## src/ringPkg.sv

```systemverilog
/* ring node shared definitions: field widths, opcodes, response codes,
   memory sizes, fill patterns, data source codes and the opm union */
package ringPkg;

	localparam int seqW = 16;
	localparam int opmW = 16;
	localparam int addrW = 32;
	localparam int tileW = 128;

	localparam logic [7:0] opIdle = 8'h00;
	localparam logic [7:0] opLdx = 8'h11;
	localparam logic [7:0] opStx = 8'h12;
	localparam logic [7:0] opPfx = 8'h13;
	localparam logic [7:0] opSpx = 8'h14;  // prefetch for store
	localparam logic [3:0] ccmdNibble = 4'h8;  // control command high nibble

	// response kinds, top two bits are always 01
	localparam logic [3:0] kindOkLd = 4'h6;
	localparam logic [3:0] kindOkSt = 4'h7;
	localparam logic [3:0] statusError = 4'b1011;

	localparam int romTiles = 2048;  // 32 KB
	localparam int sramTiles = 512;  // 8 KB
	localparam int romIdxW = $clog2(romTiles);
	localparam int sramIdxW = $clog2(sramTiles);

	localparam logic [tileW-1:0] nopFill = {8{16'h3000}};
	localparam logic [tileW-1:0] rtsFill = {8{16'h3010}};

	localparam int srcW = 3;
	localparam logic [srcW-1:0] srcZero = 3'd0;
	localparam logic [srcW-1:0] srcRom = 3'd1;
	localparam logic [srcW-1:0] srcSram = 3'd2;
	localparam logic [srcW-1:0] srcNop = 3'd3;
	localparam logic [srcW-1:0] srcRts = 3'd4;

	// one opm word, read as a request or written as a response
	typedef union packed {
		struct packed {
			logic [3:0] flags;
			logic [3:0] tag;
			logic [7:0] op;
		} req;
		struct packed {
			logic [3:0] flags;
			logic [3:0] tag;
			logic [3:0] kind;
			logic [3:0] status;  // echoes the request tag
		} resp;
	} ringOpm;

endpackage

```

## src/ringMsgIf.sv

```systemverilog
/* one ring message: sequence, operation mode, address and tile data,
   with producer and consumer views */
`timescale 1ns/1ps

interface ringMsgIf;

	logic [ringPkg::seqW-1:0] seq;
	ringPkg::ringOpm opm;
	logic [ringPkg::addrW-1:0] addr;
	logic [ringPkg::tileW-1:0] data;

	modport src (
		output seq,
		output opm,
		output addr,
		output data
	);

	modport dst (
		input seq,
		input opm,
		input addr,
		input data
	);

endinterface

```

## src/ringNodeCtrl.sv

```systemverilog
/* ring node control: opcode and region decode, SRAM store issue,
   stage register for message and decode */
`timescale 1ns/1ps

module ringNodeCtrl (
	input logic clock,
	input logic rstN,
	ringMsgIf.dst inMsg,
	ringMsgIf.src stageMsg,
	output logic [ringPkg::romIdxW-1:0] romIndex,
	output logic [ringPkg::sramIdxW-1:0] sramIndex,
	output logic sramWrite,
	output logic [ringPkg::tileW-1:0] sramWriteData,
	output logic answer,
	output logic error,
	output logic [ringPkg::srcW-1:0] dataSrc
);

	logic [7:0] op;
	logic isLdx;
	logic isStx;
	logic isPfx;
	logic isMemOp;
	logic isCcmd;
	logic inWin;
	logic isRom;
	logic isSram;
	logic isBad;
	logic [ringPkg::srcW-1:0] srcNext;

	assign op = inMsg.opm.req.op;
	assign isLdx = (op == ringPkg::opLdx);
	assign isStx = (op == ringPkg::opStx);
	assign isPfx = (op == ringPkg::opPfx) || (op == ringPkg::opSpx);
	assign isMemOp = isLdx || isStx || isPfx;
	assign isCcmd = (op[7:4] == ringPkg::ccmdNibble);

	assign inWin = (inMsg.addr[31:18] == '0);  // low 256 KB
	assign isRom = inWin && (inMsg.addr[17:15] == 3'b000);
	assign isSram = inWin && (inMsg.addr[17:13] == 5'b00110);
	assign isBad = (inMsg.addr[31:30] != 2'b00) ||
		((inMsg.addr[31:24] == 8'h00) && !inWin);

	// holes inside the window answer with zero data
	always_comb
	begin
		srcNext = ringPkg::srcZero;
		if (isMemOp && isRom)
			srcNext = ringPkg::srcRom;
		else if (isMemOp && isSram)
			srcNext = ringPkg::srcSram;
		else if (isMemOp && inWin && inMsg.addr[17:16] == 2'b10)
			srcNext = ringPkg::srcNop;
		else if (isMemOp && inWin && inMsg.addr[17:16] == 2'b11)
			srcNext = ringPkg::srcRts;
	end

	assign romIndex = inMsg.addr[4 +: ringPkg::romIdxW];
	assign sramIndex = inMsg.addr[4 +: ringPkg::sramIdxW];
	assign sramWrite = isStx && isSram;
	assign sramWriteData = inMsg.data;

	always_ff @(posedge clock)
	begin
		if (!rstN)
		begin
			stageMsg.seq <= '0;
			stageMsg.opm <= ringPkg::ringOpm'({8'h00, ringPkg::opIdle});
			stageMsg.addr <= '0;
			stageMsg.data <= '0;
			answer <= 1'b0;
			error <= 1'b0;
			dataSrc <= ringPkg::srcZero;
		end
		else
		begin
			stageMsg.seq <= inMsg.seq;
			stageMsg.opm <= inMsg.opm;
			stageMsg.addr <= inMsg.addr;
			stageMsg.data <= inMsg.data;
			answer <= isCcmd || (isMemOp && (inWin || isBad));
			error <= isMemOp && isBad;
			dataSrc <= srcNext;
		end
	end

	// SRAM write only for a store, and never to an unknown tile
	assert property (@(posedge clock) disable iff (!rstN)
		sramWrite |-> (op == ringPkg::opStx) && !$isunknown(sramIndex));

endmodule

```

## src/flat_wrapper.sv

```systemverilog
// flat-port wrapper written by rule: the top's interface ports become plain ports
module ringNodeCtrl_flat 
  (clock, rstN, romIndex, sramIndex, sramWrite, sramWriteData, answer, error, dataSrc, inMsg_seq, inMsg_opm, inMsg_addr, inMsg_data, stageMsg_seq, stageMsg_opm, stageMsg_addr, stageMsg_data);
  ringMsgIf inMsg_i ();
  ringMsgIf stageMsg_i ();
  input logic clock;
  input logic rstN;
  output logic [ringPkg::romIdxW-1:0] romIndex;
  output logic [ringPkg::sramIdxW-1:0] sramIndex;
  output logic sramWrite;
  output logic [ringPkg::tileW-1:0] sramWriteData;
  output logic answer;
  output logic error;
  output logic [ringPkg::srcW-1:0] dataSrc;
  input wire logic [$bits(inMsg_i.seq)-1:0] inMsg_seq;
  input wire logic [$bits(inMsg_i.opm)-1:0] inMsg_opm;
  input wire logic [$bits(inMsg_i.addr)-1:0] inMsg_addr;
  input wire logic [$bits(inMsg_i.data)-1:0] inMsg_data;
  output wire logic [$bits(stageMsg_i.seq)-1:0] stageMsg_seq;
  output wire logic [$bits(stageMsg_i.opm)-1:0] stageMsg_opm;
  output wire logic [$bits(stageMsg_i.addr)-1:0] stageMsg_addr;
  output wire logic [$bits(stageMsg_i.data)-1:0] stageMsg_data;
  assign inMsg_i.seq = inMsg_seq;
  assign inMsg_i.opm = inMsg_opm;
  assign inMsg_i.addr = inMsg_addr;
  assign inMsg_i.data = inMsg_data;
  assign stageMsg_seq = stageMsg_i.seq;
  assign stageMsg_opm = stageMsg_i.opm;
  assign stageMsg_addr = stageMsg_i.addr;
  assign stageMsg_data = stageMsg_i.data;
  ringNodeCtrl u_core (.clock(clock), .rstN(rstN), .inMsg(inMsg_i), .stageMsg(stageMsg_i), .romIndex(romIndex), .sramIndex(sramIndex), .sramWrite(sramWrite), .sramWriteData(sramWriteData), .answer(answer), .error(error), .dataSrc(dataSrc));
endmodule
```

## config.mk

```make
export PLATFORM = sky130hd
export DESIGN_NAME = ringNodeCtrl_flat
export DESIGN_NICKNAME = d
export VERILOG_FILES = /design/src/ringPkg.sv /design/src/ringMsgIf.sv /design/src/ringNodeCtrl.sv /design/src/flat_wrapper.sv
export SDC_FILE = /design/constraint.sdc
export NUM_CORES = 1
export LEC_CHECK = 0
export ABC_AREA = 0
export BUFFER_PORTS_ARGS = -buffer_cell sky130_fd_sc_hd__buf_2
export CORE_AREA = 2 2 213 215
export CTS_CLUSTER_SIZE = 16
export DETAILED_ROUTE_END_ITERATION = 7
export DIE_AREA = 0 0 215 217
export GPL_ROUTABILITY_DRIVEN = 0
export PLACE_DENSITY = 0.4
export SYNTH_ARGS = -nofsm -noshare
export SYNTH_HDL_FRONTEND = slang
export SYNTH_SLANG_ARGS = --single-unit
```

## constraint.sdc

```tcl
create_clock -name clock -period 3.62 [get_ports clock]
set_input_delay 0.724 -clock clock [delete_from_list [all_inputs] [get_ports clock]]
set_output_delay 0.724 -clock clock [all_outputs]
set_load 0.005 [all_outputs]
```

==> flow_summary.json, run 1 <==
{
  "outcome": "finished clean",
  "cpPeakStageDelay_ns": 0.40,
  "drtPass1Iterations": 4,
  "drive_gt1_share_pct": 58.4,
  "min_path_type": "in2reg",
  "ir_worst_vdd_mv": 0.259,
  "placed_area_um2": 8860,
  "drc": 0,
  "synth_fa_ha_area_share_pct": 0,
  "dieArea_um2": 46700,
  "critical_path.cell_chain": "buf_2 > nor4_4 > nand4_2 > nor3_1 > buf_2",
  "htreeDepth": 4,
  "finalNonFillerCells": 1594,
  "fin_nets": 1173,
  "clock.fmax_mhz": 364,
  "grt_pass1_wl_um": 28200,
  "muxShareOfSynthArea_pct": 0,
  "synth_xor_xnor_area_share_pct": 0,
  "synthesis.area_um2": 6570,
  "post-cts-setup-buffers": 0,
  "io_pins": 540,
  "finalSetupViolations": 0,
  "start_kind": "primary input",
  "slew_headroom_pct": 72.5,
  "yosys_register_bits": 197,
  "critPathMostFrequentCell": "buf_2",
  "synthArstFlopShare_pct": 0,
  "grt_setup_unrepaired": "no",
  "synth_cell_types": 26,
  "path_clk_slew_ns": 0.08,
  "cts_sinks": 197,
  "yosysSeqAreaShare_pct": 60.0,
  "cp.required_ns": 2.90,
  "hp-start": "inMsg_opm[8]",
  "crit_path_top_delay_cell": "nor4_4",
  "synth_compound_area_share_pct": 1.08,
  "yosys.area_share.simple_pct": 20.7,
  "p_total_mw": 4.80,
  "yosysMostFrequentCell": "dfxtp_1",
  "synth_common_cells": "197 x dfxtp_1, 191 x and2_1, 148 x buf_4",
  "die_h_um": 217,
  "wl_per_cell_um": 12.8,
  "grt_max_degree": 103,
  "post_cts_resized": 0,
  "via_count": 5027,
  "dp_hpwl_um": 16400,
  "synth_top_area_cell": "dfxtp_1",
  "drtAntennaViolNets": 0,
  "setup-tns-final_ns": 0,
  "ys.flop_type": "dfxtp_1",
  "power_leakage_nw": 4.81,
  "synth_top_family_by_area": "simple AND/OR/NAND/NOR gates",
  "ctsLongestPathBuffers": 2,
  "cp_max_fo": 4,
  "die_w_um": 215,
  "ctsRootBufferMaster": "clkbuf_16",
  "coreArea_um2": 44700,
  "postSynthCellCount": 588,
  "cts_tree": "done",
  "yosysWarnings": 0,
  "worstSetupPathType": "in2out",
  "numCtsBuffers": 17,
  "worst_slew_pin_slew_ns": 0.413,
  "syn_nets": 782,
  "min_to": "u_core.stageMsg.opm[8]",
  "maxSlewViolCount": 0,
  "syn_avg_cell_area_um2": 11.2,
  "ctsHoldBuffers": 0,
  "post-route-period-util_pct": 76.0,
  "synth_top_area_share_pct": 60.0,
  "layout-area-overhead-vs-synth_pct": 44.2,
  "grt-ovfl-total": 0,
  "hold_depth": 2,
  "crit_path_end_kind": "output pin",
  "maxCapViolations": 0,
  "dp_cells": 1560,
  "grt_util_all_layers_pct": 8.47,
  "initial_utilization_pct": 14.7,
  "period_needed_ns": 2.75,
  "first_iter_violations": 118,
  "routed_wl_um": 20300,
  "crit_arrival_ns": 2.03,
  "power.density_nw_per_um2": 507,
  "port_buffers": 539,
  "first_global_vias": 4779,
  "hold_viol_final": 0,
  "via_per_inst": 3.15,
  "num_rows": 78,
  "design_area_um2": 9480,
  "synthTopCellsByArea": "dfxtp_1 60%, and2_1 18%, buf_4 17%",
  "antenna_found_initial": 8,
  "synth-edff-count": 0
}
==> per-stage QoR <==
step / utilization (%) / setup slack (ns) / hold slack (ns)
4_1_cts: 21.2 / 0.849 / 0.375
6_report: 21.2 / 0.869 / 0.447
2_1_floorplan: - / 1.43 / 0.822
3_3_place_gp: 19.8 / 0.878 / 0.931
3_5_place_dp: 19.8 / 0.850 / 0.933
5_1_grt: 21.2 / 0.766 / 0.413
==> cells by family after synthesis <==
family / count (synthesis)
compound gates: 7
simple gates: 213
flops: 197
buf+inv: 171
==> per-layer routing <==
layer  vias to the layer above  track usage (%)  routed length [um]
met1                      2185             8.40                7440
met2                       343             14.4                9990
met4                        10             3.89                 520
met3                        37             4.78                2320
met5                         -                0                  69
li1                       2452                -                   -
==> registers in the layout, indices dropped and copies added, names as in the netlist <==
signal	count
u_core.dataSrc	3
u_core.stageMsg.seq	16
u_core.stageMsg.addr	32
u_core.stageMsg.opm	16
u_core.error	1
u_core.stageMsg.data	128
u_core.answer	1
==> power breakdown <==
| group | internal (mW) | leakage, nW | total [mW] | switching (mW) |
|---|---|---|---|---|
| clock network | 1.11 | 0.300 | 2.01 | 0.897 |
| logic | 0.260 | 2.87 | 0.488 | 0.228 |
| registers | 2.28 | 1.64 | 2.30 | 0.0253 |
==> worst max-delay path by stage <==
stage / start / endpoint / slack (ns)
detailed placement: inMsg_addr[27] / sramWrite / 0.85
global placement: inMsg_addr[27] / sramWrite / 0.88
CTS: inMsg_addr[27] / sramWrite / 0.85
floorplan: inMsg_addr[27] / sramWrite / 1.43
finish: inMsg_addr[27] / sramWrite / 0.87
global route: inMsg_addr[27] / sramWrite / 0.77
==> cell type report <==
class                           instances  area, um2
Clock buffer                           18        439
Multi-Input combinational cell        220       1430
Timing Repair Buffer                  541       2730
Clock inverter                         14        174
Tap cell                              600        751
Fill cell                            4970      35200
Sequential cell                       197       3940
Inverter                                2       7.51
Antenna cell                            2       5.00
==> critical path: cells and delay by family <==
kind | cells | cell delay, ns
AND/OR/NAND/NOR | 3 | 0.99
buffers and inverters | 2 | 0.31
==> cell usage in the layout, fill, tap and decap left out, types with 3 or more instances in the layout <==
master,netlist,layout
and2_1,191,191
clkbuf_16,0,17
dfxtp_1,197,197
buf_2,1,538
nor2_1,4,4
clkinv_2,0,4
bufinv_16,0,3
Power figures use the tool's default switching activity.
==> run 2: changes to the inputs <==
CORE_AREA = 2 2 212 214   (was 2 2 213 215)
DIE_AREA = 0 0 214 216   (was 0 0 215 217)
clock period = 2.6 ns   (was 3.62 ns; I/O delays follow)
==> run 2 against run 1 <==
  * Core utilization is 0.42 points higher
  * Critical path depth stayed put
  * Via count is 2.8% higher
  * Sequential share of layout area stayed put
  * Non-clock buffer count stayed put
  * Count of clock-buffer cells in the layout is 1 higher
  * Final cell count is 0.25% lower
  * Highest routed layer unchanged
==> flow_summary.json, run 2 (synthesized netlist as in run 1, its figures left out) <==
{
  "outcome": "finished clean",
  "final_common_cell": "buf_2",
  "post-route-period-util_pct": 87.5,
  "worst_slew_pin_slew_ns": 0.388,
  "cp_max_fo": 4,
  "layout-area-overhead-vs-synth_pct": 44.2,
  "critPathMostFrequentCell": "buf_2",
  "numCtsBuffers": 17,
  "drc": 0,
  "grt_setup_unrepaired": "no",
  "hp-start": "inMsg_seq[6]",
  "min_path_type": "in2reg",
  "power.density_nw_per_um2": 702,
  "largest_reg_flops": 128,
  "maxSlewViolCount": 0,
  "drtAntennaViolNets": 0,
  "dp_hpwl_um": 18300,
  "grt_pass1_wl_um": 32000,
  "coreArea_um2": 43800,
  "htreeDepth": 4,
  "hold_viol_final": 0,
  "via_count": 5166,
  "first_iter_violations": 149,
  "crit_path_top_delay_cell": "nor4_4",
  "grt_max_degree": 100,
  "top_regs": "u_core.stageMsg.data (128), u_core.stageMsg.addr (32)",
  "period_needed_ns": 2.27,
  "grt_util_all_layers_pct": 9.75,
  "dieArea_um2": 46200,
  "cp.required_ns": 2.08,
  "crit_family": "simple AND/OR/NAND/NOR gates",
  "dpl_worst_slack_ns": 0.270,
  "die_h_um": 216,
  "drive_gt1_share_pct": 58.4,
  "initial_utilization_pct": 15.0,
  "clock.fmax_mhz": 440,
  "antenna_found_initial": 11,
  "power_leakage_nw": 4.80,
  "via_per_inst": 3.25,
  "path_clk_slew_ns": 0.07,
  "grt-ovfl-total": 0,
  "post-cts-setup-buffers": 0,
  "cp_num_buf_inv": 2,
  "slew_headroom_pct": 74.0,
  "fin_nets": 1173,
  "ir_worst_vdd_mv": 0.378,
  "crit_path_end_kind": "output pin",
  "fin_ws_ns": 0.326,
  "cts_sinks": 197,
  "crit_start": "inMsg_addr[27]",
  "routed_wl_um": 22600,
  "wl_per_cell_um": 14.2,
  "drtPass1Iterations": 4,
  "start_kind": "primary input",
  "first_global_vias": 5107,
  "maxCapViolations": 0,
  "port_buffers": 539,
  "setup-tns-final_ns": 0,
  "ctsLongestPathBuffers": 2,
  "io_pins": 540,
  "crit_arrival_ns": 1.75,
  "ctsRootBufferMaster": "clkbuf_16",
  "cpPeakStageDelay_ns": 0.42,
  "ctsHoldBuffers": 0,
  "critical_path.cell_chain": "buf_2 > nor4_4 > nand4_2 > nor3_1 > buf_2",
  "dp_cells": 1552,
  "final_cell_mix": "538 x buf_2, 197 x dfxtp_1, 191 x and2_1",
  "finalSetupViolations": 0,
  "post_cts_resized": 0,
  "worstSetupPathType": "in2out",
  "die_w_um": 214,
  "num_rows": 77,
  "finalNonFillerCells": 1590,
  "largest-register": "u_core.stageMsg.data",
  "cts_tree": "done"
}
## run 2: area by class of cell
type / instances / area, um2
fill: 4788 / 34400
sequential: 197 / 3940
timing repair buffer: 541 / 2740
multi-input combinational: 220 / 1430
tap: 592 / 741
clock buffer: 19 / 453
clock inverter: 13 / 148
antenna: 6 / 15.0
inverter: 2 / 7.51
## run 2: through the flow
step	utilization (%)	total power, mW	area (um2)	hold WS [ns]
after floorplan	-	3.62	6570	0.618
after global placement	20.2	4.01	8860	0.727
after detailed placement	20.2	4.01	8860	0.731
after CTS	21.6	6.88	9460	0.161
after global routing	21.6	7.04	9470	0.190
final	21.6	6.65	9480	0.241
## run 2: report_power, final
part | switching [mW] | internal, mW | total (mW)
clock network | 1.26 | 1.48 | 2.74
registers | 0.0363 | 3.17 | 3.21
logic | 0.334 | 0.365 | 0.700
total | 1.63 | 5.02 | 6.65
## run 2: layer usage
metal	wire, um	part of all wire, %	track usage, %	vias to the layer above
met5	79	0.35	0	-
met3	2480	11	5.57	47
met4	537	2.4	4.55	12
met1	8330	37	9.62	2311
met2	11200	49	16.5	340
li1	-	-	-	2456
## run 2: path summary, 6_finish.rpt
| kind | slack (ns) | endpoint | depth (start not counted) |
|---|---|---|---|
| max | 0.33 | sramWrite | 5 |
| min | 0.24 | u_core.stageMsg.seq[6] | 2 |
